--- src/hdl/fpu_pkg.sv ---
package fpu_pkg;

  localparam int FLEN       = 64;
  localparam int XLEN       = 64;
  localparam int NUM_FREGS  = 32;
  localparam int REG_ADDR_W = 5;
  localparam int CSR_ADDR_W = 12;
  localparam int FRM_W      = 3;
  localparam int FFLAGS_W   = 5;

  localparam logic [6:0] opcode_fp = 7'b1010011;

  // Compared against funct7[6:2]
  localparam logic [4:0] funct_fsgnj   = 5'b00100;
  localparam logic [4:0] funct_fmv_f2i = 5'b11100;
  localparam logic [4:0] funct_fmv_i2f = 5'b11110;

  localparam logic [1:0] fmt_double = 2'b01;

  localparam logic [CSR_ADDR_W-1:0] csr_fflags = 12'h001;
  localparam logic [CSR_ADDR_W-1:0] csr_frm    = 12'h002;
  localparam logic [CSR_ADDR_W-1:0] csr_fcsr   = 12'h003;

  typedef enum logic [2:0] {
    op_none,
    op_fsgnj,
    op_fsgnjn,
    op_fsgnjx,
    op_fmv_f2i,
    op_fmv_i2f
  } fpu_op_t;

  typedef struct packed {
    logic            valid;
    logic [31:0]     instr;
    logic [XLEN-1:0] data;  // Integer operand for fmv.d.x
  } fpu_issue_t;

  typedef struct packed {
    logic                  valid;
    logic                  illegal;
    fpu_op_t               op;
    logic [REG_ADDR_W-1:0] rd;
    logic [REG_ADDR_W-1:0] rs1;
    logic [REG_ADDR_W-1:0] rs2;
    logic                  rden1;
    logic                  rden2;
    logic                  fwren;
    logic                  xwren;
    logic [XLEN-1:0]       xdata;
  } fpu_decoded_t;

  typedef struct packed {
    logic                  valid;
    logic                  illegal;
    fpu_op_t               op;
    logic [REG_ADDR_W-1:0] rd;
    logic                  fwren;
    logic                  xwren;
    logic [XLEN-1:0]       xdata;
    logic [FLEN-1:0]       src1;
    logic [FLEN-1:0]       src2;
  } fpu_operands_t;

  typedef struct packed {
    logic                  valid;
    logic                  illegal;
    logic [REG_ADDR_W-1:0] rd;
    logic                  fwren;
    logic                  xwren;
    logic [FLEN-1:0]       data;
  } fpu_wb_t;

  typedef struct packed {
    logic                  rden;
    logic                  wren;
    logic [CSR_ADDR_W-1:0] addr;
    logic [31:0]           wdata;
  } fpu_csr_req_t;

endpackage

--- src/hdl/fpu_operand.sv ---
`timescale 1ns/1ps

module fpu_operand (
  input  logic                           clock,
  input  logic                           reset,
  input  fpu_pkg::fpu_decoded_t          dec_i,
  input  logic [fpu_pkg::FLEN-1:0]       rdata1_i,
  input  logic [fpu_pkg::FLEN-1:0]       rdata2_i,
  output logic [fpu_pkg::REG_ADDR_W-1:0] raddr1_o,
  output logic [fpu_pkg::REG_ADDR_W-1:0] raddr2_o,
  input  fpu_pkg::fpu_wb_t               fwd_ex_i,
  input  fpu_pkg::fpu_wb_t               wb_i,
  output fpu_pkg::fpu_operands_t         ops_o
);
  import fpu_pkg::*;

  logic [FLEN-1:0] src1;
  logic [FLEN-1:0] src2;

  // Newest pending write wins over older ones
  function automatic logic [FLEN-1:0] pick_source(
    input logic                  rden,
    input logic [REG_ADDR_W-1:0] addr,
    input logic [FLEN-1:0]       rdata,
    input fpu_wb_t               ex,
    input fpu_wb_t               wb
  );
    logic [FLEN-1:0] res;
    res = '0;
    if (rden) begin
      res = rdata;
      if (wb.valid && wb.fwren && !wb.illegal && wb.rd == addr) begin
        res = wb.data;
      end
      if (ex.valid && ex.fwren && !ex.illegal && ex.rd == addr) begin
        res = ex.data;
      end
    end
    return res;
  endfunction

  assign raddr1_o = dec_i.rs1;
  assign raddr2_o = dec_i.rs2;

  assign src1 = pick_source(dec_i.rden1, dec_i.rs1, rdata1_i, fwd_ex_i, wb_i);
  assign src2 = pick_source(dec_i.rden2, dec_i.rs2, rdata2_i, fwd_ex_i, wb_i);

  always_ff @(posedge clock) begin
    if (!reset) begin
      ops_o.valid <= 1'b0;
    end else begin
      ops_o.valid <= dec_i.valid;
    end
  end

  always_ff @(posedge clock) begin
    ops_o.illegal <= dec_i.illegal;
    ops_o.op      <= dec_i.op;
    ops_o.rd      <= dec_i.rd;
    ops_o.fwren   <= dec_i.fwren;
    ops_o.xwren   <= dec_i.xwren;
    ops_o.xdata   <= dec_i.xdata;
    ops_o.src1    <= src1;
    ops_o.src2    <= src2;
  end

endmodule

--- config.mk ---
export PLATFORM = sky130hd
export DESIGN_NAME = fpu_operand
export DESIGN_NICKNAME = d
export VERILOG_FILES = /design/src/hdl/fpu_pkg.sv /design/src/hdl/fpu_operand.sv
export SDC_FILE = /design/constraint.sdc
export NUM_CORES = 1
export LEC_CHECK = 0
export ABC_AREA = 1
export BUFFER_PORTS_ARGS = -buffer_cell sky130_fd_sc_hd__clkbuf_2
export CAP_MARGIN = 15
export CORE_AREA = 2 2 224 226
export DETAILED_ROUTE_END_ITERATION = 10
export DIE_AREA = 0 0 226 228
export PLACE_DENSITY_LB_ADDON = 0.05
export RECOVER_POWER = 25
export SYNTH_ARGS = -nofsm -noshare
export SYNTH_HDL_FRONTEND = slang
export SYNTH_SLANG_ARGS = --single-unit
--- constraint.sdc ---
create_clock -name clock -period 1.3 [get_ports clock]
set_input_delay 0.13 -clock clock [delete_from_list [all_inputs] [get_ports clock]]
set_output_delay 0.13 -clock clock [all_outputs]
set_load 0.05 [all_outputs]
==> impl_results.md <==
- WS Path Type: flip-flop to output pin
- DRT Pass-1 Iters: 5
- Fin. max-slew vios: 0
- Share of layout cells above drive strength 1: 0.306
- Synthesized-area fraction occupied by and/or/nand/nor cells: 0.396
- Outcome: finished clean
- I/O pin cnt: ~580
- Synthesis-to-layout area growth: 92.6%
- Worst EP arrival: 1.12 ns
- Synth top area share: 0.450
- Total Wirelength: slightly below 50000 um
- Largest family of logic cells by synthesized area: simple AND/OR/NAND/NOR gates
- Tcrit/Tclk final: 0.964
- Nets: 2543
- Minimum clock period: about 1.3 ns
- Most flop-heavy register: ops_o
- Hold Fails Final Rpt: 0
- Setup tns final: 0 ns
- Slew headroom: 0.607
- Hold Path Class: input pin to flip-flop
- Multi-input gate area: ~3700 um^2
- Critical path data required time: approximately 1.2 ns
- Startpoint type of the worst setup path: flip-flop
- Most frequent cell after synthesis: nand2_1
- Area leader, netlist: dfxtp_1
- Flip-flop and latch area: about 4100 um^2
- Max reg flops: slightly above 200
- EDFF count, synth: 0
- Pwr dens: 1110 nW/um^2
- Num CTS Buffers: 27
- Vias in the first global route: ~12000
- Die height: 228 um
- Xor-xnor portion of the synthesized cell area: 0.00386
- Max VDD drop: about 740 uV
- Vias: ~12000
- CTS root buffer: clkbuf_16
- Clock sink count: slightly above 200
- Initial DRC count: roughly 430
- Yosys warns: 0
- Via density: approximately 4.0
- Gate Count Post-Synth: roughly 1300
- Tot Pwr: approximately 19 mW
- Non-filler instance count after layout: approximately 2900
- Final setup viols: 0
- CP Cell Sequence: clkbuf_2
- Distinct cells, synth: 19
- Largest net degree at the start of global routing: between 60 and 70
- WL/cell: ~17 um
- RSZ-0062 raised after global routing: false
- Commonest cells post-synth: nand2_1 (306), nor2_1 (264), dfxtp_1 (204)
- Fmax: 798 MHz
- Global route overflow: 0
- Worst Path Max Fanout: 1
- Synth Flop Type: dfxtp_1
- RePlAce Congestion: approximately 0.80
- WP buf/inv: 1
- Asr flop ratio synth: 0
- Post-route ant nets: 0
- IO Port Bufs: 575
- Largest registers: ops_o x204
- Worst slew pin tran: a little under 0.6 ns
- Chip width: 226 um
- DP Wirelength: between 30000 and 40000 um
- GRT Resource Usage Total: 0.184
- Filler cell count: approximately 5300
- Initial Util: 0.184
- Hold Slack: between 0.1 and 0.15 ns
- Synth area leaders: dfxtp_1 (45%), nand2_1 (13%), nor2_1 (11%)
- Syn_nets: about 1700
- Leakage: approximately 9.5 nW
- Element type at the critical path end: output pin
- Max Buffers Root-to-Sink: 3
- H-tree lvl count: 1
- Multiplexer share of the synthesized area: 0
- First-pass GRT wire length: around 73000 um
- Row cnt: 82
- # DRC: 0
- Core box area: around 50000 um^2
- Cells after DPL: approximately 2500
- Die area: a little over 50000 um^2
- Setup Fix Bufs, Post-CTS: 0
- Mapped Area: 9070 um^2
- Initial antenna violation count: 8
- #FFs+latches synth: between 200 and 250
- Adder-Cell Fraction of Synth Area: 0
- Cell family with the largest share of critical-path delay: flip-flops
- Avg Cell Area, Syn: between 7 and 8 um^2
- Critical path's slowest cell: dfxtp_1
- Clock transition at path regs: 0.06 ns
- Max stage delay on crit path: around 0.30 ns
- Total of max-cap violations: 0
- Post-synthesis sequential area ratio: 0.450
- Area fraction in compound gates after synthesis: 0.000552
- CTS tree: yes
==> layer usage <==
metal	share of wire	global-route usage	vias to the layer above
li1	-	-	5784
met1	0.40	0.208	5261
met2	0.51	0.342	386
met3	0.065	0.0398	73
met4	0.022	0.0557	2
met5	0.00027	0	-
==> cells by family (layout without fill, tap and decap cells) <==
| kind of cell | after synthesis | in the layout |
|---|---|---|
| AO/OA/AOI/OAI | 1 | 1 |
| flip-flops | 204 | 204 |
| other | 0 | 7 |
| AND/OR/NAND/NOR | 836 | 836 |
| XOR/XNOR | 4 | 4 |
| buffers and inverters | 246 | 1155 |
==> through the flow <==
| step | worst slack, ns | utilization | area (um^2) |
|---|---|---|---|
| 6_report | 0.0470 | 0.354 | 17500 |
| 5_1_grt | 0.000251 | 0.354 | 17500 |
| 4_1_cts | 0.000363 | 0.354 | 17500 |
| 3_5_place_dp | -0.272 | 0.257 | 12700 |
| 3_3_place_gp | -0.273 | 0.257 | 12700 |
| 2_1_floorplan | 0.210 | - | 9070 |
==> power by group <==
group,internal (mW),switching [mW],total (mW)
clock network,4.99,3.15,8.14
registers,6.61,0.0972,6.71
logic,1.83,2.73,4.55
==> cells in the final DEF, fill, tap and decap left out, drive strengths merged <==
cell type	count
nor2	268
dfxtp	204
nand3	196
clkinv	7
buf	72
clkinvlp	3
xor2	4
o21ai	1
nand2	307
inv	152
bufinv	5
diode	7
clkbuf	583
nand3b	1
nand4	64
dlygate4sd3	333
==> final timing paths <==
check  startpoint          to  slack (ns)  depth (start not counted)
max    ops_o[145]  ops_o[145]        0.05                          1
min     dec_i[66]   ops_o[44]        0.11                          6
==> what timing repair did <==
action                                 CTS  global route
cloned                                   0             0
endpoints found under the hold margin  204             0
gates resized for setup                185            31
hold buffers                           333             0
setup endpoints to repair              168            29
==> final cells by class <==
class                           count  area share
Timing Repair Buffer              956       0.420
Sequential cell                   204       0.234
Multi-Input combinational cell    841       0.209
Tap cell                          672      0.0482
Clock buffer                       32      0.0415
Inverter                          149      0.0320
Clock inverter                     18      0.0138
Antenna cell                        7     0.00100
Power figures use the tool's default switching activity.
