**config.mk**
```make
export PLATFORM = sky130hd
export DESIGN_NAME = fpu_execute
export DESIGN_NICKNAME = d
export VERILOG_FILES = /design/src/hdl/fpu_pkg.sv /design/src/hdl/fpu_execute.sv
export SDC_FILE = /design/constraint.sdc
export NUM_CORES = 1
export LEC_CHECK = 0
export ABC_CLOCK_PERIOD_IN_PS = 2800
export BUFFER_PORTS_ARGS = -buffer_cell sky130_fd_sc_hd__buf_2
export CORE_AREA = 2 2 137 139
export CTS_CLUSTER_DIAMETER = 30
export CTS_CLUSTER_SIZE = 24
export DETAILED_ROUTE_END_ITERATION = 8
export DIE_AREA = 0 0 139 141
export PLACE_DENSITY = 0.52
export SYNTH_ARGS = -nofsm -noshare
export SYNTH_HDL_FRONTEND = slang
export SYNTH_SLANG_ARGS = --single-unit
```
**constraint.sdc**
```tcl
create_clock -name clock -period 2.8 [get_ports clock]
set_clock_uncertainty 0.15 [all_clocks]
set_input_delay 0.28 -clock clock [delete_from_list [all_inputs] [get_ports clock]]
set_output_delay 0.28 -clock clock [all_outputs]
set_load 0.02 [all_outputs]
```
**src/hdl/fpu_pkg.sv**
```systemverilog
package fpu_pkg;

  localparam int FLEN       = 64;
  localparam int XLEN       = 64;
  localparam int NUM_FREGS  = 32;
  localparam int REG_ADDR_W = 5;
  localparam int CSR_ADDR_W = 12;
  localparam int FRM_W      = 3;
  localparam int FFLAGS_W   = 5;

  localparam logic [6:0] opcode_fp = 7'b1010011;

  // Compared against funct7[6:2]
  localparam logic [4:0] funct_fsgnj   = 5'b00100;
  localparam logic [4:0] funct_fmv_f2i = 5'b11100;
  localparam logic [4:0] funct_fmv_i2f = 5'b11110;

  localparam logic [1:0] fmt_double = 2'b01;

  localparam logic [CSR_ADDR_W-1:0] csr_fflags = 12'h001;
  localparam logic [CSR_ADDR_W-1:0] csr_frm    = 12'h002;
  localparam logic [CSR_ADDR_W-1:0] csr_fcsr   = 12'h003;

  typedef enum logic [2:0] {
    op_none,
    op_fsgnj,
    op_fsgnjn,
    op_fsgnjx,
    op_fmv_f2i,
    op_fmv_i2f
  } fpu_op_t;

  typedef struct packed {
    logic            valid;
    logic [31:0]     instr;
    logic [XLEN-1:0] data;  // Integer operand for fmv.d.x
  } fpu_issue_t;

  typedef struct packed {
    logic                  valid;
    logic                  illegal;
    fpu_op_t               op;
    logic [REG_ADDR_W-1:0] rd;
    logic [REG_ADDR_W-1:0] rs1;
    logic [REG_ADDR_W-1:0] rs2;
    logic                  rden1;
    logic                  rden2;
    logic                  fwren;
    logic                  xwren;
    logic [XLEN-1:0]       xdata;
  } fpu_decoded_t;

  typedef struct packed {
    logic                  valid;
    logic                  illegal;
    fpu_op_t               op;
    logic [REG_ADDR_W-1:0] rd;
    logic                  fwren;
    logic                  xwren;
    logic [XLEN-1:0]       xdata;
    logic [FLEN-1:0]       src1;
    logic [FLEN-1:0]       src2;
  } fpu_operands_t;

  typedef struct packed {
    logic                  valid;
    logic                  illegal;
    logic [REG_ADDR_W-1:0] rd;
    logic                  fwren;
    logic                  xwren;
    logic [FLEN-1:0]       data;
  } fpu_wb_t;

  typedef struct packed {
    logic                  rden;
    logic                  wren;
    logic [CSR_ADDR_W-1:0] addr;
    logic [31:0]           wdata;
  } fpu_csr_req_t;

endpackage

```
**src/hdl/fpu_execute.sv**
```systemverilog
`timescale 1ns/1ps

module fpu_execute (
  input  logic                   clock,
  input  logic                   reset,
  input  fpu_pkg::fpu_operands_t ops_i,
  output fpu_pkg::fpu_wb_t       fwd_ex_o,
  output fpu_pkg::fpu_wb_t       wb_o
);
  import fpu_pkg::*;

  logic            sign1;
  logic            sign2;
  logic [FLEN-2:0] mag1;
  logic [FLEN-1:0] result;

  assign sign1 = ops_i.src1[FLEN-1];
  assign sign2 = ops_i.src2[FLEN-1];
  assign mag1  = ops_i.src1[FLEN-2:0];

  always_comb begin
    case (ops_i.op)
      op_fsgnj:   result = {sign2, mag1};
      op_fsgnjn:  result = {~sign2, mag1};
      op_fsgnjx:  result = {sign1 ^ sign2, mag1};
      op_fmv_f2i: result = ops_i.src1;  // Raw bits to integer side
      op_fmv_i2f: result = ops_i.xdata;
      default:    result = '0;
    endcase
  end

  always_comb begin
    fwd_ex_o.valid   = ops_i.valid;
    fwd_ex_o.illegal = ops_i.illegal;
    fwd_ex_o.rd      = ops_i.rd;
    fwd_ex_o.fwren   = ops_i.fwren;
    fwd_ex_o.xwren   = ops_i.xwren;
    fwd_ex_o.data    = result;
  end

  always_ff @(posedge clock) begin
    if (!reset) begin
      wb_o.valid <= 1'b0;
    end else begin
      wb_o.valid <= fwd_ex_o.valid;
    end
  end

  always_ff @(posedge clock) begin
    wb_o.illegal <= fwd_ex_o.illegal;
    wb_o.rd      <= fwd_ex_o.rd;
    wb_o.fwren   <= fwd_ex_o.fwren;
    wb_o.xwren   <= fwd_ex_o.xwren;
    wb_o.data    <= fwd_ex_o.data;
  end

endmodule

```
==> results.json, run 1 <==
{
  "cp_cell_sequence": "buf_2 -> nand2b_2 -> buf_4 -> o21ai_1 -> buf_2",
  "fillCellCount": 1944,
  "grt_max_degree": 65,
  "clkTransAtPathRegs_ns": 0.06,
  "crit_fanout": 64,
  "dpl_cell_area_sq_um": 4500,
  "cts_root_buffer": "clkbuf_16",
  "synth_cells": 301,
  "powerDensity_nw_per_um2": 620,
  "tightest_slew_ns": 0.746,
  "initial_core_util_pct": 16.3,
  "yosysTopAreaCellShare_pct": 49.0,
  "ys_seq_area_share_pct": 49.0,
  "drcViolationCount": 0,
  "die_area_sq_um": 19600,
  "cp_top_family": "buffers and inverters",
  "cts_num_sinks": 73,
  "post_cts_resized": 0,
  "routabilityCongestion": 0.710,
  "max_slew_margin_pct": 50.2,
  "firstDrtPassIters": 4,
  "netlist_top_cells_area": "dfxtp_1, mux2i_1, o21ai_1",
  "std_cell_rows": 50,
  "final.period_utilization_pct": 72.3,
  "grt_setup_unrepaired": "no",
  "synth.distinct_cells": 16,
  "path_class": "in2out",
  "yosysWarningCount": 0,
  "grt_usage_pct": 10.5,
  "final-hold-violation-count": 0,
  "hpwl_microns": 7760,
  "largest-register": "wb_o",
  "holdBufCountCts": 10,
  "ant_nets": 0,
  "h-tree-depth": 3,
  "drt_wl_total_microns": 10500,
  "cts_setup_buffers": 0,
  "drv_slew": 0,
  "synth_seq_cells": 73,
  "nets": 790,
  "arrival_ns": 1.59,
  "cts_made_buffers": 9,
  "fin_area_sq_um": 4910,
  "cpPeakStageDelay_ns": 0.57,
  "synth_top_area_cell": "dfxtp_1",
  "io_buffers": 288,
  "outcome": "completed",
  "grt-ovfl-total": 0,
  "io_pins": 352,
  "avgRoutedWirePerCell_microns": 12.8,
  "synth_nets": 507,
  "peakVddDrop_mv": 0.284,
  "maxCapViolations": 0,
  "largest_reg_flops": 73,
  "core_area_sq_um": 18300,
  "holdCritPathClass": "in2reg",
  "path_buf_inv": 3,
  "required_ns": 2.37,
  "syn_area_per_cell_sq_um": 9.91,
  "syn_to_final_growth_pct": 64.8,
  "max_freq_mhz": 494,
  "p_leak_uw": 0.00265,
  "die_w_microns": 139,
  "die_y_microns": 141,
  "drt_iter0_drc": 81,
  "largestRegisters": "wb_o: 73 flops",
  "cts.path.max_buffers": 2,
  "startpoint_type": "input port",
  "slowest_stage": "buf_4",
  "tns_ns": 0,
  "syn_area_sq_um": 2980,
  "period_needed_ns": 2.02,
  "antenna_found_initial": 2,
  "endpoint_kind": "output pin",
  "drive_gt1_share_pct": 52.6,
  "grt_pass1_vias": 3105,
  "viasPerCell": 3.88,
  "vias": 3196,
  "crit_top_cell": "buf_2",
  "grt_pass1_wl_microns": 16000,
  "cts_tree": "built",
  "finalSetupViolations": 0
}
-- final timing paths --
kind / from / to / slack [ns] / cells past startpoint
min: ops_i[72] / wb_o[8] / 0.03 / 3
max: ops_i[200] / fwd_ex_o[17] / 0.78 / 5
-- per-stage QoR --
step	worst slack (ns)	instances	power [uW]	util [%]	hold slack [ns]
floorplan	1.29	301	1590	-	0.158
global placement	0.710	797	1890	24.7	0.248
detailed placement	0.720	797	1890	24.7	0.246
CTS	0.726	823	3130	26.9	0.0106
global route	0.644	824	3210	26.9	0.0286
finish	0.775	824	3040	26.9	0.0335
-- report_power, final --
part           switching [uW]  internal (uW)  leakage, uW  total (uW)
combinational             450            273      0.00190         724
sequential               19.1           1120     0.000611        1140
clock                     463            715     0.000145        1180
-- tightest hold or removal path, stage by stage --
cell and delay (ns):
buf_2 0.08, nand2_1 0.04, o21ai_1 0.07
-- synth_stat cells --
cell type  number
a32oi_1         1
buf_12          5
buf_2          12
o21ai_1        63
nand2_1        64
buf_6           1
nand2b_1        1
or2b_1          1
o21ba_1         1
dfxtp_1        73
bufbuf_8        1
nor2b_1         1
and2_1          1
buf_4          11
mux2i_1        64
o22ai_1         1
-- final cells by class --
cell class	instances	area (sq um)	area share (%)
timing repair buffer	302	1600	32.6
sequential	73	1460	29.8
multi-input combinational	198	1250	25.4
tap	234	293	5.96
clock buffer	10	239	4.86
clock inverter	6	67.6	1.38
antenna	1	2.50	0.0509
-- layer usage --
layer  vias up  track usage, %  routed length (microns)
li1       1599               -                        -
met4         0            4.68                      238
met2       184            18.0                     5060
met1      1397            11.8                     4310
met5         -               0                        0
met3        16            3.77                      938
-- placed cells by master (no fill, tap or decap), drive strengths merged --
master / count
a32oi: 1
and2: 1
or2b: 1
clkinv: 3
buf: 292
dfxtp: 73
diode: 1
clkinvlp: 2
nand2b: 1
o21ai: 63
nand2: 64
o22ai: 1
bufinv: 1
o21ba: 1
dlygate4sd3: 10
nor2b: 1
mux2i: 64
clkbuf: 10
-- logic make-up (layout without fill, tap and decap cells) --
kind of cell / after synthesis / after routing / synth area share [%]
flip-flops: 73 / 73 / 49.0
AND/OR/NAND/NOR: 68 / 68 / 8.94
AO/OA/AOI/OAI: 66 / 66 / 11.4
multiplexers: 64 / 64 / 21.5
buffers and inverters: 30 / 318 / 9.15
other: 0 / 1 / 0
Note: power is estimated with default switching activity, not from simulation.
==> run 2, diff against run 1 <==
--- a/config.mk
+++ b/config.mk
@@ -5,14 +5,14 @@
 export SDC_FILE = /design/constraint.sdc
 export NUM_CORES = 1
 export LEC_CHECK = 0
-export ABC_CLOCK_PERIOD_IN_PS = 2800
+export ABC_CLOCK_PERIOD_IN_PS = 1800
 export BUFFER_PORTS_ARGS = -buffer_cell sky130_fd_sc_hd__buf_2
 export CORE_AREA = 2 2 137 139
 export CTS_CLUSTER_DIAMETER = 30
 export CTS_CLUSTER_SIZE = 24
 export DETAILED_ROUTE_END_ITERATION = 8
 export DIE_AREA = 0 0 139 141
-export PLACE_DENSITY = 0.52
+export PLACE_DENSITY = 0.53
 export SYNTH_ARGS = -nofsm -noshare
 export SYNTH_HDL_FRONTEND = slang
 export SYNTH_SLANG_ARGS = --single-unit
==> constraint.sdc (replaced) <==
create_clock -name clock -period 1.8 [get_ports clock]
set_clock_uncertainty 0.15 [all_clocks]
set_input_delay 0.18 -clock clock [delete_from_list [all_inputs] [get_ports clock]]
set_output_delay 0.18 -clock clock [all_outputs]
set_load 0.02 [all_outputs]
==> results.json, run 2 (synthesis gave the netlist of run 1 again) <==
{
  "outcome": "completed",
  "arrival_ns": 1.31,
  "cts_made_buffers": 9,
  "path_class": "in2out",
  "io_buffers": 288,
  "drt_iter0_drc": 77,
  "crit_fanout": 36,
  "grt_pass1_wl_microns": 18800,
  "regArea_sq_um": 1460,
  "powerDensity_nw_per_um2": 856,
  "max_slew_margin_pct": 75.4,
  "cts_tree": "built",
  "nets": 900,
  "viasPerCell": 3.92,
  "grt-ovfl-total": 0,
  "h-tree-depth": 3,
  "syn_to_final_growth_pct": 103,
  "tightest_slew_ns": 0.370,
  "layout.cells.non_filler": 933,
  "initial_core_util_pct": 16.3,
  "max_freq_mhz": 608,
  "core_area_sq_um": 18300,
  "grt_usage_pct": 12.2,
  "cts.path.max_buffers": 2,
  "multi_input_area_sq_um": 1250,
  "p_leak_uw": 0.00319,
  "fillCellCount": 1858,
  "tns_ns": 0,
  "layout_commonest_cell": "buf_2",
  "maxCapViolations": 0,
  "finalSetupViolations": 0,
  "die_area_sq_um": 19600,
  "holdCritPathClass": "in2reg",
  "endpoint_kind": "output pin",
  "required_ns": 1.47,
  "mostFrequentLayoutCells": "buf_2, dlygate4sd3_1, dfxtp_1, mux2i_1, nand2_1",
  "drv_slew": 0,
  "final_util_pct": 33.1,
  "io_pins": 352,
  "die_w_microns": 139,
  "final-hold-violation-count": 0,
  "largestRegisters": "wb_o: 73 flops",
  "std_cell_rows": 50,
  "startpoint_type": "input port",
  "period_needed_ns": 1.64,
  "post_cts_resized": 0,
  "peakVddDrop_mv": 0.400,
  "final.period_utilization_pct": 91.3,
  "drt_wl_total_microns": 12500,
  "largest_reg_flops": 73,
  "ant_nets": 0,
  "avgRoutedWirePerCell_microns": 13.4,
  "dp.cells": 805,
  "grt_pass1_vias": 3813,
  "firstDrtPassIters": 4,
  "antenna_found_initial": 0,
  "clkTransAtPathRegs_ns": 0.06,
  "die_y_microns": 141,
  "hpwl_microns": 8280,
  "drive_gt1_share_pct": 45.5,
  "routabilityCongestion": 0.785,
  "cts_num_sinks": 73,
  "cts_root_buffer": "clkbuf_16",
  "largest-register": "wb_o",
  "vias": 3662,
  "diodes": 0,
  "drcViolationCount": 0,
  "grt_max_degree": 65,
  "grt_setup_unrepaired": "no"
}
[run 2: cell count changes in the layout (fill, tap and decap cells not counted), sizes merged]
cell,before,now
dlygate4sd3,10,112
buf,292,300
bufinv,1,2
clkinv,3,2
clkinvlp,2,1
diode,1,0
inv,0,1
[run 2: per-stage QoR]
stage / power, uW / area [sq um] / setup slack (ns) / hold WS [ns]
3_5_place_dp: 2960 / 4590 / 0.139 / 0.152
2_1_floorplan: 2480 / 2980 / 0.488 / 0.0577
5_1_grt: 5410 / 6040 / 0.102 / 0.0326
4_1_cts: 5250 / 6040 / 0.142 / 0.00334
6_report: 5170 / 6040 / 0.156 / 0.0125
3_3_place_gp: 2960 / 4590 / 0.165 / 0.146
[run 2: final cells by class]
| cell class | instances | area share (%) |
|---|---|---|
| well taps | 234 | 4.85 |
| clock inverters | 6 | 1.49 |
| flip-flops and latches | 73 | 24.2 |
| clock buffers | 10 | 3.96 |
| multi-input cells | 198 | 20.7 |
| repair buffers | 412 | 44.8 |
[run 2: repair_timing]
item / in CTS / in global routing
endpoints found under the hold margin: 71 / 0
hold buffers: 112 / 0
setup buffers: 0 / 0
[run 2: metal layers]
metal / up-vias / track usage [%] / part of all wire (%)
met3: 18 / 3.16 / 6.5
li1: 1805 / - / -
met4: 0 / 5.00 / 2.1
met2: 180 / 22.7 / 51
met1: 1659 / 13.0 / 40
met5: - / 0 / 0
[run 2: worst paths after layout]
path                    from            to  slack, ns  cells after the start
hold / removal    ops_i[155]      wb_o[27]       0.01                      3
setup / recovery  ops_i[201]  fwd_ex_o[23]       0.16                      6
[run 2: critical path, stage by stage]
cell and delay [ns]:
buf_2 0.12, o21ba_2 0.29, buf_12 0.20, nand2_1 0.07
o21ai_1 0.17, buf_2 0.23
[run 2: report_power, final]
| group | leakage [uW] | switching [uW] | internal (uW) | total, uW |
|---|---|---|---|---|
| clock | 0.000159 | 753 | 1260 | 2010 |
| combinational | 0.00242 | 760 | 621 | 1380 |
| sequential | 0.000611 | 28.8 | 1750 | 1780 |
| total | 0.00319 | 1540 | 3630 | 5170 |
