===== config.mk =====
export PLATFORM = sky130hd
export DESIGN_NAME = fpu_decode
export DESIGN_NICKNAME = d
export VERILOG_FILES = /design/src/hdl/fpu_pkg.sv /design/src/hdl/fpu_decode.sv
export SDC_FILE = /design/constraint.sdc
export NUM_CORES = 1
export LEC_CHECK = 0
export BUFFER_PORTS_ARGS = -buffer_cell sky130_fd_sc_hd__buf_2
export CAP_MARGIN = 10
export CORE_AREA = 10 10 62 115
export CTS_CLUSTER_DIAMETER = 80
export DETAILED_ROUTE_END_ITERATION = 8
export DIE_AREA = 0 0 72 125
export PLACE_DENSITY = 0.88
export SYNTH_ARGS = -nofsm -noshare
export SYNTH_HDL_FRONTEND = slang
export SYNTH_SLANG_ARGS = --single-unit

===== constraint.sdc =====
create_clock -name clock -period 2.15 [get_ports clock]
set_input_delay 0.43 -clock clock [delete_from_list [all_inputs] [get_ports clock]]
set_output_delay 0.43 -clock clock [all_outputs]
set_load 0.01 [all_outputs]

===== src/hdl/fpu_pkg.sv =====
package fpu_pkg;

  localparam int FLEN       = 64;
  localparam int XLEN       = 64;
  localparam int NUM_FREGS  = 32;
  localparam int REG_ADDR_W = 5;
  localparam int CSR_ADDR_W = 12;
  localparam int FRM_W      = 3;
  localparam int FFLAGS_W   = 5;

  localparam logic [6:0] opcode_fp = 7'b1010011;

  // Compared against funct7[6:2]
  localparam logic [4:0] funct_fsgnj   = 5'b00100;
  localparam logic [4:0] funct_fmv_f2i = 5'b11100;
  localparam logic [4:0] funct_fmv_i2f = 5'b11110;

  localparam logic [1:0] fmt_double = 2'b01;

  localparam logic [CSR_ADDR_W-1:0] csr_fflags = 12'h001;
  localparam logic [CSR_ADDR_W-1:0] csr_frm    = 12'h002;
  localparam logic [CSR_ADDR_W-1:0] csr_fcsr   = 12'h003;

  typedef enum logic [2:0] {
    op_none,
    op_fsgnj,
    op_fsgnjn,
    op_fsgnjx,
    op_fmv_f2i,
    op_fmv_i2f
  } fpu_op_t;

  typedef struct packed {
    logic            valid;
    logic [31:0]     instr;
    logic [XLEN-1:0] data;  // Integer operand for fmv.d.x
  } fpu_issue_t;

  typedef struct packed {
    logic                  valid;
    logic                  illegal;
    fpu_op_t               op;
    logic [REG_ADDR_W-1:0] rd;
    logic [REG_ADDR_W-1:0] rs1;
    logic [REG_ADDR_W-1:0] rs2;
    logic                  rden1;
    logic                  rden2;
    logic                  fwren;
    logic                  xwren;
    logic [XLEN-1:0]       xdata;
  } fpu_decoded_t;

  typedef struct packed {
    logic                  valid;
    logic                  illegal;
    fpu_op_t               op;
    logic [REG_ADDR_W-1:0] rd;
    logic                  fwren;
    logic                  xwren;
    logic [XLEN-1:0]       xdata;
    logic [FLEN-1:0]       src1;
    logic [FLEN-1:0]       src2;
  } fpu_operands_t;

  typedef struct packed {
    logic                  valid;
    logic                  illegal;
    logic [REG_ADDR_W-1:0] rd;
    logic                  fwren;
    logic                  xwren;
    logic [FLEN-1:0]       data;
  } fpu_wb_t;

  typedef struct packed {
    logic                  rden;
    logic                  wren;
    logic [CSR_ADDR_W-1:0] addr;
    logic [31:0]           wdata;
  } fpu_csr_req_t;

endpackage


===== src/hdl/fpu_decode.sv =====
`timescale 1ns/1ps

module fpu_decode (
  input  logic                  clock,
  input  logic                  reset,
  input  fpu_pkg::fpu_issue_t   issue_i,
  output fpu_pkg::fpu_decoded_t dec_o
);
  import fpu_pkg::*;

  logic [6:0]   opcode;
  logic [6:0]   funct7;
  logic [2:0]   funct3;
  logic [1:0]   fmt;
  logic         legal;
  fpu_decoded_t dec_d;

  assign opcode = issue_i.instr[6:0];
  assign funct3 = issue_i.instr[14:12];
  assign funct7 = issue_i.instr[31:25];
  assign fmt    = issue_i.instr[26:25];

  always_comb begin
    dec_d       = '0;
    dec_d.rd    = issue_i.instr[11:7];
    dec_d.rs1   = issue_i.instr[19:15];
    dec_d.rs2   = issue_i.instr[24:20];
    dec_d.xdata = issue_i.data;
    dec_d.op    = op_none;
    legal       = 1'b0;

    if (opcode == opcode_fp && fmt == fmt_double) begin
      case (funct7[6:2])
        funct_fsgnj: begin
          legal       = (funct3 <= 3'd2);
          dec_d.rden1 = 1'b1;
          dec_d.rden2 = 1'b1;
          dec_d.fwren = 1'b1;
          case (funct3)
            3'd0:    dec_d.op = op_fsgnj;
            3'd1:    dec_d.op = op_fsgnjn;
            default: dec_d.op = op_fsgnjx;
          endcase
        end
        funct_fmv_f2i: begin
          legal       = (funct3 == 3'd0);  // funct3 1 is fclass
          dec_d.rden1 = 1'b1;
          dec_d.xwren = 1'b1;
          dec_d.op    = op_fmv_f2i;
        end
        funct_fmv_i2f: begin
          legal       = (funct3 == 3'd0);
          dec_d.fwren = 1'b1;
          dec_d.op    = op_fmv_i2f;
        end
        default: legal = 1'b0;
      endcase
    end

    // Illegal or empty slots touch no register
    if (!legal || !issue_i.valid) begin
      dec_d.op    = op_none;
      dec_d.rden1 = 1'b0;
      dec_d.rden2 = 1'b0;
      dec_d.fwren = 1'b0;
      dec_d.xwren = 1'b0;
    end
    dec_d.valid   = issue_i.valid;
    dec_d.illegal = issue_i.valid && !legal;
  end

  always_ff @(posedge clock) begin
    if (!reset) begin
      dec_o.valid <= 1'b0;
    end else begin
      dec_o.valid <= dec_d.valid;
    end
  end

  always_ff @(posedge clock) begin
    dec_o.illegal <= dec_d.illegal;
    dec_o.op      <= dec_d.op;
    dec_o.rd      <= dec_d.rd;
    dec_o.rs1     <= dec_d.rs1;
    dec_o.rs2     <= dec_d.rs2;
    dec_o.rden1   <= dec_d.rden1;
    dec_o.rden2   <= dec_d.rden2;
    dec_o.fwren   <= dec_d.fwren;
    dec_o.xwren   <= dec_d.xwren;
    dec_o.xdata   <= dec_d.xdata;
  end

endmodule


==> results of run 1 <==
==> kinds of logic after synthesis <==
kind of cell / after synthesis / share of synthesized area, %
DFF: 88 / 89.9
AOI/OAI and AO/OA: 5 / 2.30
and+or+nand+nor: 22 / 7.40
xor gates and xnor gates: 1 / 0.447
==> metrics by stage <==
stage / std cells / hold slack [ps] / cell area (um^2) / worst slack (ps) / total power (W)
floorplan: 116 / 458 / 1960 / 957 / 0.00183
global placement: 362 / 532 / 2970 / 781 / 0.00201
global route: 378 / 152 / 3170 / 858 / 0.00320
CTS: 378 / 160 / 3170 / 884 / 0.00311
detailed placement: 362 / 534 / 2970 / 652 / 0.00201
finish: 378 / 180 / 3170 / 919 / 0.00307
==> path summary, 6_finish.rpt <==
| kind | to | cells past startpoint | slack (ps) | from |
|---|---|---|---|---|
| max | dec_o[6] | 1 | 920 | dec_o[6]$_DFF_P_ |
| min | dec_o[74]$_DFF_P_ | 1 | 180 | issue_i[80] |
==> routing by layer <==
metal | track usage (%) | up-vias | share of wire [%]
li1 | - | 776 | -
met1 | 14.1 | 670 | 36
met2 | 19.7 | 178 | 38
met3 | 15.8 | 10 | 24
met4 | 6.41 | 2 | 1.9
met5 | 0 | - | 0.17
==> final cells by class <==
cell class	count	area [um^2]
clock buffer	12	145
multi-input combinational	28	199
tap	60	75.1
clock inverter	4	53.8
timing repair buffer	186	931
sequential	88	1760
fill	416	2160
==> synth_stat cells <==
| master | n |
|---|---|
| nand3_1 | 1 |
| a211oi_1 | 2 |
| nor3_2 | 1 |
| or3_1 | 1 |
| nor2_1 | 2 |
| xor2_1 | 1 |
| nor4_1 | 3 |
| nand2b_1 | 1 |
| nor3_1 | 2 |
| and3b_1 | 1 |
| o21ai_0 | 1 |
| dfxtp_1 | 88 |
| a32oi_2 | 1 |
| o31a_1 | 1 |
| and4bb_2 | 2 |
| nand3b_1 | 1 |
| and2_1 | 1 |
| nor2b_1 | 1 |
| nand2_1 | 4 |
| nand4_2 | 1 |
==> power by group through the flow <==
stage	registers, W	logic, W	clock network, W
5_1_grt	0.00173	0.000265	0.00120
3_3_place_gp	0.00177	0.000243	0
6_report	0.00173	0.000242	0.00110
3_5_place_dp	0.00177	0.000247	0
4_1_cts	0.00173	0.000247	0.00114
2_1_floorplan	0.00181	0.0000155	0
==> impl_metrics.env, run 1 <==
export IMPL_power_share_combinational_pct=7.9
export IMPL_cts_tree="done"
export IMPL_path_class="flop to output pin"
export IMPL_status="finished clean"
export IMPL_firstDrtPassIters=4
export IMPL_synth_distinct_cells=20
export IMPL_hold_buffers=0
export IMPL_clkSinkCount=88
export IMPL_p_leak_nw=1.63
export IMPL_ir_drop_mv=0.647
export IMPL_setup_tns_ps=0
export IMPL_die_x_um=72
export IMPL_grt_usage_pct=14.7
export IMPL_rows=38
export IMPL_pwr_share_seq_pct=56.3
export IMPL_netlist_top_cell_by_area="dfxtp_1"
export IMPL_period_needed_ps=1230
export IMPL_crit_family="flip-flops"
export IMPL_p_int_w=0.00240
export IMPL_p_sw_share_pct=21.7
export IMPL_postCtsSetupBuffers=0
export IMPL_ys_ff_latch=88
export IMPL_cts_buffers_inserted=9
export IMPL_cts_resized=0
export IMPL_setup_viol=0
export IMPL_path_cells="buf_2"
export IMPL_rsz0062_at_grt="no"
export IMPL_synth_top_area_share_pct=89.9
export IMPL_startpoint_type="flop"
export IMPL_drt_wl_total_mm=6.96
export IMPL_clkPwrFrac_pct=35.9
export IMPL_diodes=0
export IMPL_grt_max_degree=15
export IMPL_cts_root_buffer="clkbuf_8"
export IMPL_drive_gt1_share_pct=64.5
export IMPL_powerDensity_nw_per_um2=969
export IMPL_path_buf_inv=1
export IMPL_synth_cells=116
export IMPL_top_register="dec_o"
export IMPL_antenna_found_initial=1
export IMPL_syn_area_per_cell_um2=16.9
export IMPL_drt_first_iter_violations=45
export IMPL_power_net_switching_w=0.000665
export IMPL_layout_commonest_cell="buf_2"
export IMPL_vias=1636
export IMPL_io_pins=187
export IMPL_grt_pass1_wl_mm=10.1
export IMPL_remaining_drc_errors=0
export IMPL_hold_viol_final=0
export IMPL_vias_per_cell=4.33
export IMPL_dpl_hpwl_mm=6.13
export IMPL_die_area_um2=9000
export IMPL_final_util_pct=59.4
export IMPL_finalCritPeriodShare_pct=57.3
export IMPL_final_cell_mix="186 x buf_2, 88 x dfxtp_1, 10 x clkbuf_8, 4 x nand2_1, 3 x nor4_1"
export IMPL_yosysSeqAreaShare_pct=89.9
export IMPL_yosys_top_cells_area="dfxtp_1 90%, and4bb_2 1.3%, nor4_1 0.96%"
export IMPL_slew_headroom_pct=76.0
export IMPL_hold_path_class="input pin to flop"
export IMPL_crit_path_max_fanout=1
export IMPL_synth_area_um2=1960
export IMPL_synth_fp_nets=215
export IMPL_drv_slew=0
export IMPL_crit_arrival_ps=800
export IMPL_final_net_count=412
export IMPL_htree_levels=3
export IMPL_core_um2=5330
export IMPL_cts_buffer_depth=2
export IMPL_antenna_left=0
export IMPL_grt_overflow=0
export IMPL_finalWeightedCongestion=0.751
export IMPL_initial_utilization_pct=36.8
export IMPL_fmax_mhz=812
export IMPL_port_buffers=186
export IMPL_largest_reg_flops=88
export IMPL_grt_pass1_vias=1836
export IMPL_clk_pin_slew_worst_paths_ps=80
export IMPL_drv_cap=0
export IMPL_slowest_delay_ps=320
export IMPL_largestRegisters="dec_o: 88 flops"
export IMPL_cp_required_ps=1720
export IMPL_endpoint_kind="output pin"
export IMPL_wire_per_inst_um=18.4
export IMPL_worstMarginPinSlew_ps=359
export IMPL_fp_dieH_um=125
export IMPL_critPathSlowestCell="dfxtp_1"
export IMPL_yosysWarnings=0
export IMPL_syn2layout_area_growth_pct=61.5
No activity file was read; power rests on OpenSTA's default activity.
==> run 2: changes to the inputs <==
--- a/config.mk
+++ b/config.mk
@@ -7,11 +7,11 @@
 export LEC_CHECK = 0
 export BUFFER_PORTS_ARGS = -buffer_cell sky130_fd_sc_hd__buf_2
 export CAP_MARGIN = 10
-export CORE_AREA = 10 10 62 115
+export CORE_AREA = 10 10 64 119
 export CTS_CLUSTER_DIAMETER = 80
 export DETAILED_ROUTE_END_ITERATION = 8
-export DIE_AREA = 0 0 72 125
-export PLACE_DENSITY = 0.88
+export DIE_AREA = 0 0 74 129
+export PLACE_DENSITY = 0.83
 export SYNTH_ARGS = -nofsm -noshare
 export SYNTH_HDL_FRONTEND = slang
 export SYNTH_SLANG_ARGS = --single-unit
==> constraint.sdc (replaced) <==
create_clock -name clock -period 1.15 [get_ports clock]
set_input_delay 0.23 -clock clock [delete_from_list [all_inputs] [get_ports clock]]
set_output_delay 0.23 -clock clock [all_outputs]
set_load 0.01 [all_outputs]
==> impl_metrics.env, run 2 (synthesized netlist as in run 1, its figures left out) <==
export IMPL_status="finished clean"
export IMPL_final_cell_mix="186 x buf_2, 88 x dfxtp_1, 73 x dlygate4sd3_1, 9 x clkbuf_16"
export IMPL_largestRegisters="dec_o: 88 flops"
export IMPL_largest_reg_flops=88
export IMPL_port_buffers=186
export IMPL_fmax_mhz=948
export IMPL_antenna_left=0
export IMPL_rsz0062_at_grt="no"
export IMPL_hold_viol_final=0
export IMPL_period_needed_ps=1050
export IMPL_rows=39
export IMPL_firstDrtPassIters=4
export IMPL_grt_pass1_wl_mm=12.1
export IMPL_endpoint_kind="output pin"
export IMPL_grt_usage_pct=17.0
export IMPL_dp_slack_ps=-56.8
export IMPL_cp_required_ps=920
export IMPL_cts_buffer_depth=2
export IMPL_htree_levels=3
export IMPL_io_pins=187
export IMPL_path_class="flop to output pin"
export IMPL_vias=1942
export IMPL_finalWorstSetupSlack_ps=95.3
export IMPL_cts_tree="done"
export IMPL_initial_utilization_pct=34.3
export IMPL_core_um2=5710
export IMPL_final_net_count=489
export IMPL_die_x_um=74
export IMPL_met2_usage_pct=32.5
export IMPL_postCtsSetupBuffers=0
export IMPL_num_fill_cells=377
export IMPL_cp_endpoint="dec_o[21]"
export IMPL_die_area_um2=9550
export IMPL_top_register="dec_o"
export IMPL_dpl_hpwl_mm=5.75
export IMPL_ir_drop_mv=1.73
export IMPL_met3_usage_pct=6.39
export IMPL_worstMarginPinSlew_ps=331
export IMPL_grt_util_met1_pct=14.2
export IMPL_grt_max_degree=15
export IMPL_p_leak_nw=2.01
export IMPL_drv_cap=0
export IMPL_fin_cells=458
export IMPL_drt_first_iter_violations=59
export IMPL_hold_path_class="input pin to flop"
export IMPL_remaining_drc_errors=0
export IMPL_crit_arrival_ps=820
export IMPL_crit_path_max_fanout=1
export IMPL_powerDensity_nw_per_um2=1680
export IMPL_wire_per_inst_um=18.3
export IMPL_final_util_pct=70.8
export IMPL_setup_viol=0
export IMPL_grt_pass1_vias=2280
export IMPL_syn2layout_area_growth_pct=106
export IMPL_clk_pin_slew_worst_paths_ps=60
export IMPL_cts_resized=0
export IMPL_critPathSlowestCell="dfxtp_1"
export IMPL_finalCritPeriodShare_pct=91.7
export IMPL_drv_slew=0
export IMPL_antenna_found_initial=2
export IMPL_cp_depth=1
export IMPL_clkSinkCount=88
export IMPL_final_cell_area_um2=4040
export IMPL_path_buf_inv=1
export IMPL_startpoint="dec_o[21]$_DFF_P_"
export IMPL_slowest_delay_ps=350
export IMPL_place_area_um2=3000
export IMPL_cts_root_buffer="clkbuf_16"
export IMPL_slew_headroom_pct=77.9
export IMPL_drive_gt1_share_pct=53.2
export IMPL_crit_family="flip-flops"
export IMPL_path_cells="buf_2"
export IMPL_post_place_cells=367
export IMPL_finalWeightedCongestion=0.745
export IMPL_grt_overflow=0
export IMPL_fp_dieH_um=129
export IMPL_cts_buffers_inserted=9
export IMPL_vias_per_cell=4.24
export IMPL_layout_commonest_cell="buf_2"
export IMPL_grt_busiest_layer="met2"
export IMPL_drt_wl_total_mm=8.40
export IMPL_startpoint_type="flop"
export IMPL_hold_buffers=72
## run 2: stage by stage
stage          hold slack [ps]  power (W)  TNS [ps]
6_report                  12.4    0.00679         0
3_3_place_gp               332    0.00375     -6.25
5_1_grt                   4.12    0.00704         0
3_5_place_dp               334    0.00377      -265
2_1_floorplan              258    0.00342         0
4_1_cts                  0.201    0.00685         0
## run 2: worst min-delay path by stage
| stage | start | to | slack (ps) | cells past startpoint |
|---|---|---|---|---|
| CTS | issue_i[28] | dec_o[28]$_DFF_P_ | 0.2 | 1 |
| floorplan | issue_i[0] | dec_o[0]$_DFF_P_ | 260 | 0 |
| global placement | issue_i[26] | dec_o[26]$_DFF_P_ | 330 | 1 |
| detailed placement | issue_i[75] | dec_o[82]$_DFF_P_ | 330 | 1 |
| finish | issue_i[74] | dec_o[81]$_DFF_P_ | 10 | 1 |
| global route | issue_i[26] | dec_o[26]$_DFF_P_ | 4 | 1 |
## run 2: final cells by class
type | count | area, um^2 | share of cell area (%)
flip-flops and latches | 88 | 1760 | 43.6
diodes | 2 | 5.00 | 0.124
well taps | 61 | 76.3 | 1.89
clock buffers | 12 | 256 | 6.35
clock inverters | 4 | 51.3 | 1.27
multi-input cells | 28 | 199 | 4.92
repair buffers | 263 | 1690 | 41.9
## run 2: report_power, final
part | internal, W | switching, W | total, W
Combinational | 0.000399 | 0.000265 | 0.000665
Sequential | 0.00320 | 0.0000420 | 0.00324
Clock | 0.00180 | 0.00108 | 0.00288
## run 2: layer usage
layer	up-vias	wire, um	part of all wire, %
met1	893	2410	29
met5	-	0	0
li1	934	-	-
met4	0	213	2.5
met2	99	5060	60
met3	16	721	8.6
